===== src/verilog/tmu_defs.svh =====
// width definitions for the texture mapping vertical division front end
// coordinates and resolutions are signed, magnitudes and divisors are unsigned
`ifndef TMU_DEFS_SVH
`define TMU_DEFS_SVH

// signed vertex coordinate in fixed point
`define TMU_COORD_W 18

// magnitude of an edge difference, the quotient has the same width
`define TMU_DIFF_W 17

// signed destination resolution drx and dry
`define TMU_DR_W 12

// destination square height used as the divisor
`define TMU_SQH_W 11

`endif

===== src/verilog/tmu_pkg.sv =====
// shared types of the vertical division front end
// vertex sets and stage results travel between the stages as packed structs
`default_nettype none
`include "tmu_defs.svh"

package tmu_pkg;

	// one mesh vertex
	typedef struct packed {
		logic signed [`TMU_COORD_W-1:0] x;
		logic signed [`TMU_COORD_W-1:0] y;
	} point_t;

	// quad as it enters the difference stage
	typedef struct packed {
		point_t a;
		point_t b;
		point_t c; // c and d are the lower vertices of the vertical edges
		point_t d;
		logic signed [`TMU_DR_W-1:0] drx;
		logic signed [`TMU_DR_W-1:0] dry;
	} vdiv_in_t;

	// edge difference split into sign and magnitude
	typedef struct packed {
		logic positive; // set only when the end coordinate is strictly greater
		logic [`TMU_DIFF_W-1:0] mag;
	} diff_t;

	// record between the difference stage and the division control
	typedef struct packed {
		point_t a;
		point_t b;
		diff_t cx;
		diff_t cy;
		diff_t dx;
		diff_t dy;
		logic signed [`TMU_DR_W-1:0] drx;
		logic signed [`TMU_DR_W-1:0] dry;
	} vdiv_ops_t;

	// one divided edge with its sign carried along
	typedef struct packed {
		logic positive;
		logic [`TMU_DIFF_W-1:0] quotient;
		logic [`TMU_SQH_W-1:0] remainder;
	} quot_t;

	// result handed to the vertical interpolation stages
	typedef struct packed {
		point_t a;
		point_t b;
		quot_t cx;
		quot_t cy;
		quot_t dx;
		quot_t dy;
		logic signed [`TMU_DR_W-1:0] drx;
		logic signed [`TMU_DR_W-1:0] dry;
	} vdiv_out_t;

endpackage

`default_nettype wire


===== src/verilog/tmu_vdiv.sv =====
// vertical division front end of the texture mapping unit
// difference stage, then four edge dividers run by one control unit
// the square height must stay stable while busy is high
`default_nettype none
`include "tmu_defs.svh"

module tmu_vdiv
	import tmu_pkg::*;
(
	input wire sys_clk,
	input wire sys_rst,

	input wire pipe_stb_i,
	output logic pipe_ack_o,
	input wire vdiv_in_t in_i,
	input wire [`TMU_SQH_W-1:0] dst_squareh_i,

	output logic pipe_stb_o,
	input wire pipe_ack_i,
	output vdiv_out_t out_o,

	output logic busy_o
);

	logic ops_stb; // difference record waiting for the control unit
	logic ops_ack;
	vdiv_ops_t ops;
	logic div_load;
	logic div_step;
	logic ctrl_busy;
	quot_t [3:0] quot; // divider results in cx, cy, dx, dy order

	tmu_vdivops vdivops (
		.sys_clk(sys_clk),
		.sys_rst(sys_rst),
		.pipe_stb_i(pipe_stb_i),
		.pipe_ack_o(pipe_ack_o),
		.in_i(in_i),
		.pipe_stb_o(ops_stb),
		.pipe_ack_i(ops_ack),
		.ops_o(ops)
	);

	tmu_vdiv_ctrl ctrl (
		.sys_clk(sys_clk),
		.sys_rst(sys_rst),
		.pipe_stb_i(ops_stb),
		.pipe_ack_o(ops_ack),
		.ops_i(ops),
		.pipe_stb_o(pipe_stb_o),
		.pipe_ack_i(pipe_ack_i),
		.out_o(out_o),
		.busy_o(ctrl_busy),
		.div_load_o(div_load),
		.div_step_o(div_step),
		.quot_i(quot)
	);

	// signs are tracked by the control unit so the divider results carry none
	assign quot[0].positive = 1'b0;
	assign quot[1].positive = 1'b0;
	assign quot[2].positive = 1'b0;
	assign quot[3].positive = 1'b0;

	tmu_divider div_cx (
		.sys_clk(sys_clk),
		.load_i(div_load),
		.step_i(div_step),
		.dividend_i(ops.cx.mag),
		.divisor_i(dst_squareh_i),
		.quotient_o(quot[0].quotient),
		.remainder_o(quot[0].remainder)
	);

	tmu_divider div_cy (
		.sys_clk(sys_clk),
		.load_i(div_load),
		.step_i(div_step),
		.dividend_i(ops.cy.mag),
		.divisor_i(dst_squareh_i),
		.quotient_o(quot[1].quotient),
		.remainder_o(quot[1].remainder)
	);

	tmu_divider div_dx (
		.sys_clk(sys_clk),
		.load_i(div_load),
		.step_i(div_step),
		.dividend_i(ops.dx.mag),
		.divisor_i(dst_squareh_i),
		.quotient_o(quot[2].quotient),
		.remainder_o(quot[2].remainder)
	);

	tmu_divider div_dy (
		.sys_clk(sys_clk),
		.load_i(div_load),
		.step_i(div_step),
		.dividend_i(ops.dy.mag),
		.divisor_i(dst_squareh_i),
		.quotient_o(quot[3].quotient),
		.remainder_o(quot[3].remainder)
	);

	assign busy_o = ops_stb | ctrl_busy; // any record anywhere in the front end

endmodule

`default_nettype wire


===== src/verilog/tmu_vdiv_ctrl.sv =====
// division control of the vertical front end
// takes one difference record at a time and runs the four dividers in lockstep
// then holds the assembled result until the next stage acknowledges it
`default_nettype none
`include "tmu_defs.svh"

module tmu_vdiv_ctrl
	import tmu_pkg::*;
(
	input wire sys_clk,
	input wire sys_rst,

	input wire pipe_stb_i,
	output logic pipe_ack_o,
	input wire vdiv_ops_t ops_i,

	output logic pipe_stb_o,
	input wire pipe_ack_i,
	output vdiv_out_t out_o,

	output logic busy_o,
	output logic div_load_o,
	output logic div_step_o,
	input wire quot_t [3:0] quot_i // cx, cy, dx, dy from index 0 up, sign bits unused
);

	localparam int CNT_W = $clog2(`TMU_DIFF_W + 1);

	typedef enum logic [1:0] {
		S_IDLE,
		S_DIVIDING,
		S_FULL
	} state_t;

	state_t state;
	logic [CNT_W-1:0] step_cnt; // steps issued in the current division
	logic accept;
	logic last; // every step issued, the dividers hold their results

	assign pipe_ack_o = (state == S_IDLE); // one record in flight at most
	assign accept = pipe_stb_i & pipe_ack_o;
	assign last = (step_cnt == CNT_W'(`TMU_DIFF_W));

	assign div_load_o = accept; // dividers capture the magnitudes on the acceptance edge
	assign div_step_o = (state == S_DIVIDING) & ~last;
	assign pipe_stb_o = (state == S_FULL);
	assign busy_o = (state != S_IDLE);

	always_ff @(posedge sys_clk) begin
		if (sys_rst) begin
			state <= S_IDLE;
			step_cnt <= '0;
		end else begin
			case (state)
				S_IDLE: if (accept) begin
					state <= S_DIVIDING;
					step_cnt <= '0;
				end
				S_DIVIDING: begin
					step_cnt <= step_cnt + 1'b1;
					if (last)
						state <= S_FULL; // one cycle after the final step
				end
				S_FULL: if (pipe_ack_i)
					state <= S_IDLE;
				default: state <= S_IDLE;
			endcase
		end
	end

	// output record is filled in two parts and then held while the strobe is up
	always_ff @(posedge sys_clk) begin
		if (accept) begin
			out_o.a <= ops_i.a;
			out_o.b <= ops_i.b;
			out_o.drx <= ops_i.drx;
			out_o.dry <= ops_i.dry;
			out_o.cx.positive <= ops_i.cx.positive; // signs skip the dividers
			out_o.cy.positive <= ops_i.cy.positive;
			out_o.dx.positive <= ops_i.dx.positive;
			out_o.dy.positive <= ops_i.dy.positive;
		end
		if ((state == S_DIVIDING) && last) begin
			out_o.cx.quotient <= quot_i[0].quotient;
			out_o.cx.remainder <= quot_i[0].remainder;
			out_o.cy.quotient <= quot_i[1].quotient;
			out_o.cy.remainder <= quot_i[1].remainder;
			out_o.dx.quotient <= quot_i[2].quotient;
			out_o.dx.remainder <= quot_i[2].remainder;
			out_o.dy.quotient <= quot_i[3].quotient;
			out_o.dy.remainder <= quot_i[3].remainder;
		end
	end

endmodule

`default_nettype wire


===== src/verilog/tmu_divider.sv =====
// iterative restoring divider for one edge magnitude
// one quotient bit per step, complete after as many steps as the dividend has bits
// a zero divisor gives an all ones quotient and the low bits of the dividend
`default_nettype none
`include "tmu_defs.svh"

module tmu_divider (
	input wire sys_clk,
	input wire load_i,
	input wire step_i,
	input wire [`TMU_DIFF_W-1:0] dividend_i,
	input wire [`TMU_SQH_W-1:0] divisor_i,
	output logic [`TMU_DIFF_W-1:0] quotient_o,
	output logic [`TMU_SQH_W-1:0] remainder_o
);

	logic [`TMU_DIFF_W-1:0] shreg; // dividend bits shift out at the top, quotient bits in below
	logic [`TMU_SQH_W-1:0] prem; // partial remainder, always below the divisor
	logic [`TMU_SQH_W:0] trial; // partial remainder with the next dividend bit appended
	logic fits;

	assign trial = {prem, shreg[`TMU_DIFF_W-1]};
	assign fits = trial >= {1'b0, divisor_i}; // divisor zero always fits

	// load starts a new division and every step adds one quotient bit
	always_ff @(posedge sys_clk) begin
		if (load_i) begin
			shreg <= dividend_i;
			prem <= '0;
		end else if (step_i) begin
			if (fits) begin
				prem <= trial[`TMU_SQH_W-1:0] - divisor_i; // result is below the divisor
				shreg <= {shreg[`TMU_DIFF_W-2:0], 1'b1};
			end else begin
				// trial is below the divisor here so the top bit is clear
				prem <= trial[`TMU_SQH_W-1:0];
				shreg <= {shreg[`TMU_DIFF_W-2:0], 1'b0};
			end
		end
	end

	assign quotient_o = shreg; // valid once all steps are done
	assign remainder_o = prem;

endmodule

`default_nettype wire


===== src/verilog/tmu_vdivops.sv =====
// vertical difference stage of the texture mapping front end
// computes the edges c-a and d-a per axis as sign and magnitude
// a, b and the destination resolution are registered unchanged
// one record deep, with the usual strobe/acknowledge handshake on both sides
`default_nettype none
`include "tmu_defs.svh"

module tmu_vdivops
	import tmu_pkg::*;
(
	input wire sys_clk,
	input wire sys_rst,

	input wire pipe_stb_i,
	output logic pipe_ack_o,
	input wire vdiv_in_t in_i,

	output logic pipe_stb_o,
	input wire pipe_ack_i,
	output vdiv_ops_t ops_o
);

	logic xfer_in; // a quad is taken on this edge

	// sign and magnitude of the difference to minus from
	function automatic diff_t edge_diff(
		input logic signed [`TMU_COORD_W-1:0] from,
		input logic signed [`TMU_COORD_W-1:0] to
	);
		diff_t res;
		logic signed [`TMU_COORD_W-1:0] delta;

		res.positive = to > from; // equal coordinates count as not positive
		delta = res.positive ? to - from : from - to;
		res.mag = delta[`TMU_DIFF_W-1:0]; // magnitudes fit in the narrower field
		return res;
	endfunction

	// accept when empty or when the held record leaves in this same cycle
	assign pipe_ack_o = ~pipe_stb_o | pipe_ack_i;
	assign xfer_in = pipe_stb_i & pipe_ack_o;

	always_ff @(posedge sys_clk) begin
		if (sys_rst) begin
			pipe_stb_o <= 1'b0;
		end else if (xfer_in) begin
			pipe_stb_o <= 1'b1; // new record valid from the next cycle
		end else if (pipe_ack_i) begin
			pipe_stb_o <= 1'b0; // record taken and nothing new arrived
		end
	end

	// payload only moves on an input transfer so it holds under back-pressure
	always_ff @(posedge sys_clk) begin
		if (xfer_in) begin
			ops_o.cx <= edge_diff(in_i.a.x, in_i.c.x);
			ops_o.cy <= edge_diff(in_i.a.y, in_i.c.y);
			ops_o.dx <= edge_diff(in_i.a.x, in_i.d.x);
			ops_o.dy <= edge_diff(in_i.a.y, in_i.d.y);

			// pass-through fields for the later stages
			ops_o.a <= in_i.a;
			ops_o.b <= in_i.b;
			ops_o.drx <= in_i.drx;
			ops_o.dry <= in_i.dry;
		end
	end

endmodule

`default_nettype wire


===== config.mk =====
export PLATFORM = sky130hd
export DESIGN_NAME = tmu_vdiv
export DESIGN_NICKNAME = d
export VERILOG_FILES = /design/src/verilog/tmu_pkg.sv /design/src/verilog/tmu_vdiv.sv /design/src/verilog/tmu_vdiv_ctrl.sv /design/src/verilog/tmu_divider.sv /design/src/verilog/tmu_vdivops.sv
export VERILOG_INCLUDE_DIRS = /design/src /design/src/verilog
export SDC_FILE = /design/constraint.sdc
export NUM_CORES = 1
export LEC_CHECK = 0
export ABC_AREA = 1
export CAP_MARGIN = 20
export CORE_MARGIN = 10
export CORE_UTILIZATION = 58
export CTS_BUF_LIST = sky130_fd_sc_hd__clkbuf_4 sky130_fd_sc_hd__clkbuf_8 sky130_fd_sc_hd__clkbuf_16
export CTS_CLUSTER_SIZE = 28
export DETAILED_ROUTE_END_ITERATION = 8
export DONT_BUFFER_PORTS = 1
export PLACE_DENSITY_LB_ADDON = 0.25
export SYNTH_ARGS = -nofsm -noshare
export SYNTH_HDL_FRONTEND = slang
export SYNTH_SLANG_ARGS = --single-unit
export TNS_END_PERCENT = 5

===== constraint.sdc =====
create_clock -name sys_clk -period 8.81 [get_ports sys_clk]
set_input_delay 1.762 -clock sys_clk [delete_from_list [all_inputs] [get_ports sys_clk]]
set_output_delay 1.762 -clock sys_clk [all_outputs]
set_load 0.01 [all_outputs]

==> reports/metrics.cfg <==
[floorplan]
io_pins=398
design.core.area_um2=47500
die_w_um=239
start_util=0.585
dieArea_um2=57100
rows=80
die_h_um=239

[final_layout]
layout-drive-gt1-share=0.0675
postLayoutCellArea_um2=30000
area_delta_synth_final_pct=7.84
fin_cells=3668
nets=3385

[routing]
postRouteAntennaNets=0
via_count=20300
routed_wl_um=74900
wl_per_cell_um=20.4
drtIter0Drc=1615
first_pass_iters=6
drc=0
vias_per_cell=5.54

[placement]
placed_cells=3570
gp_congestion=1.00
place_area_um2=28200
io_buffers=0
dpl.hpwl_um=58300

[timing]
slew_headroom=0.241
setup_viol=0
max_slew.worst_pin.slew_ps=1140
fin_worst_skew_ps=26.2
fmax_mhz=298
hold_violations=0
rsz0062_at_grt=no
fin_crit_sh=0.381
slew_violations=0
min_period_ps=3350
tns_ps=0

[clock_network]
insertion_delay_ps=630
cts_tree=done
clockBufferDepth=3
hold_buffers=0
cts_setup_buffers=0
ctsResizeCount=0
cts-htree-levels=2
cts-buffers-inserted=51
cts.sinks=500
clk_pin_slew_ps=60
clock_tree.root_cell=clkbuf_16

[synth]
synth_fp_nets=3405
yosys.area_share.simple=0.241
ys_warn_count=0
synth_compound_area_frac=0.0529
yosysMostFrequentCell=nand2_1
synth_mux_area_frac=0
syn_avg_cell_area_um2=9.19
synth-main-ff-cell=edfxtp_1
synth_top_family_by_area=simple AND/OR/NAND/NOR gates
synth_edf_count=448
synth_cells=3028
synthArstFlopShare=0
synthAdderAreaFrac=0.0905
ys_types=50
yosysTopAreaCellShare=0.483
syn_area_um2=27800
synthXorXnorAreaFrac=0.0268
synth_common_cells=1024 x nand2_1, 448 x edfxtp_1, 347 x inv_1
yosys_register_bits=500
ys_seq_area_frac=0.521
yosysTopAreaCell=edfxtp_1
ys_top_cells_by_area=edfxtp_1 48%, nand2_1 14%, ha_1 8.2%

[pwr]
power_leakage_nw=13.6
vdd_drop_max_v=0.000140
p_per_area_nw_per_um2=244

[setup_path]
path_max_fanout=17
reg2regPathDepth=4
worstPathRequired_ps=9270
worstSetupStartpointType=input pin
end_kind=register
path_cells=inv_1 -> ha_1 -> nand2_1 -> inv_2 -> nand2_2 -> nor3_4 -> nand3_2 -> nand3_4 -> nand2_1 -> nand2_1
cp_slowest_cell=ha_1
crit_top_cell=nand2_1
crit_arrival_ps=3810
cpPeakStageDelay_ps=460
critical_path_class=input pin to register

[global_route]
grt_pass1_wl_um=114000
grt_max_degree=169
antenna_found_initial=2
grt_overflow=0
grtUsageTotal=0.257
first_global_vias=19200

[hold_path]
hold_depth=0
worstHoldPathType=register to register

[run_status]
outcome=completed

[job]
cap_violations=0

path summary, 6_finish.rpt:
kind / from / to / slack (ps)
setup / recovery: in_i[74] / vdivops.ops_o[71]$_DFFE_PP_ / 5460
hold / removal: vdivops.ops_o[163]$_DFFE_PP_ / ctrl.out_o[207]$_DFFE_PP_ / 410
setup reg to reg: ctrl.step_cnt[0]$_SDFFE_PP0P_ / ctrl.out_o[39]$_DFFE_PP_ / 5870
hold reg to reg: vdivops.ops_o[163]$_DFFE_PP_ / ctrl.out_o[207]$_DFFE_PP_ / 410
state kept, by name (all words and copies together) (netlist names):
name / count
div_cx.remainder_o: 11
ctrl.step_cnt: 5
div_dy.remainder_o: 11
div_dy.quotient_o: 17
div_cx.quotient_o: 17
vdivops.ops_o: 168
div_dx.remainder_o: 11
ctrl.state: 2
div_cy.remainder_o: 11
div_cy.quotient_o: 17
ctrl.out_o: 212
vdivops.pipe_stb_o: 1
div_dx.quotient_o: 17
where the power goes:
part           leakage (nW)  internal (mW)  switching [mW]  total, mW
clock                 0.917           1.39           0.927       2.32
sequential             4.68           2.93           0.212       3.14
combinational          8.04          0.650            1.22       1.87
total                  13.6           4.97            2.36       7.33
metal layers:
layer	vias up	global-route usage	part of all wire
li1	9928	-	-
met1	9565	0.341	0.43
met2	710	0.424	0.47
met3	110	0.0558	0.076
met4	0	0.0577	0.021
met5	-	0	0
per-stage QoR:
step	hold WS, ps	power [mW]	util	worst slack [ps]
2_1_floorplan	400	4.62	-	2180
3_3_place_gp	400	5.00	0.592	4880
3_5_place_dp	405	5.03	0.592	4870
4_1_cts	413	7.36	0.631	5510
5_1_grt	419	7.76	0.631	5300
6_report	412	7.33	0.631	5460
cell families (layout without fill, tap and decap cells):
logic type,after synthesis,count (layout)
other cells,0,2
xor+xnor,85,85
buf+inv,441,464
fa+ha+maj,194,194
compound gates,262,262
simple gates,1546,1546
flops,500,500
cells in the final DEF (no fill, tap or decap), types with 4 or more instances in the layout:
master,n
buf_4,7
ha_1,182
dfxtp_1,52
nand2_1,1023
o21ai_0,57
nand2_8,4
a21o_1,13
nor2_4,4
a21boi_0,6
xor2_1,64
nand2_2,27
nor3_2,7
clkinv_2,10
o21ai_2,5
a21oi_1,130
clkbuf_4,12
nor2_2,4
nand3_1,206
nand4_1,42
a31oi_1,4
inv_1,346
fa_1,12
and2_1,6
nand2_4,13
a21oi_2,8
clkbuf_8,5
nand3_2,7
o21ai_1,16
nor2_1,156
clkbuf_16,51
nand4_2,4
nand3b_1,12
bufinv_16,8
inv_2,12
o21bai_1,18
xnor2_1,21
edfxtp_1,448
nor3_1,20
worst max-delay path: cells and delay by family:
family        cells  cell delay [ps]
simple gates      7             1460
buf+inv           2              120
fa+ha+maj         1              460
area by class of cell:
type,instances,area (um^2)
sequential,500,14500
fill,3925,17500
multi-input combinational,2087,11500
antenna,2,5.00
clock buffer,68,1440
timing repair buffer,8,72.6
inverter,360,1360
tap,615,769
clock inverter,28,408
No activity file was read; power rests on OpenSTA's default activity.
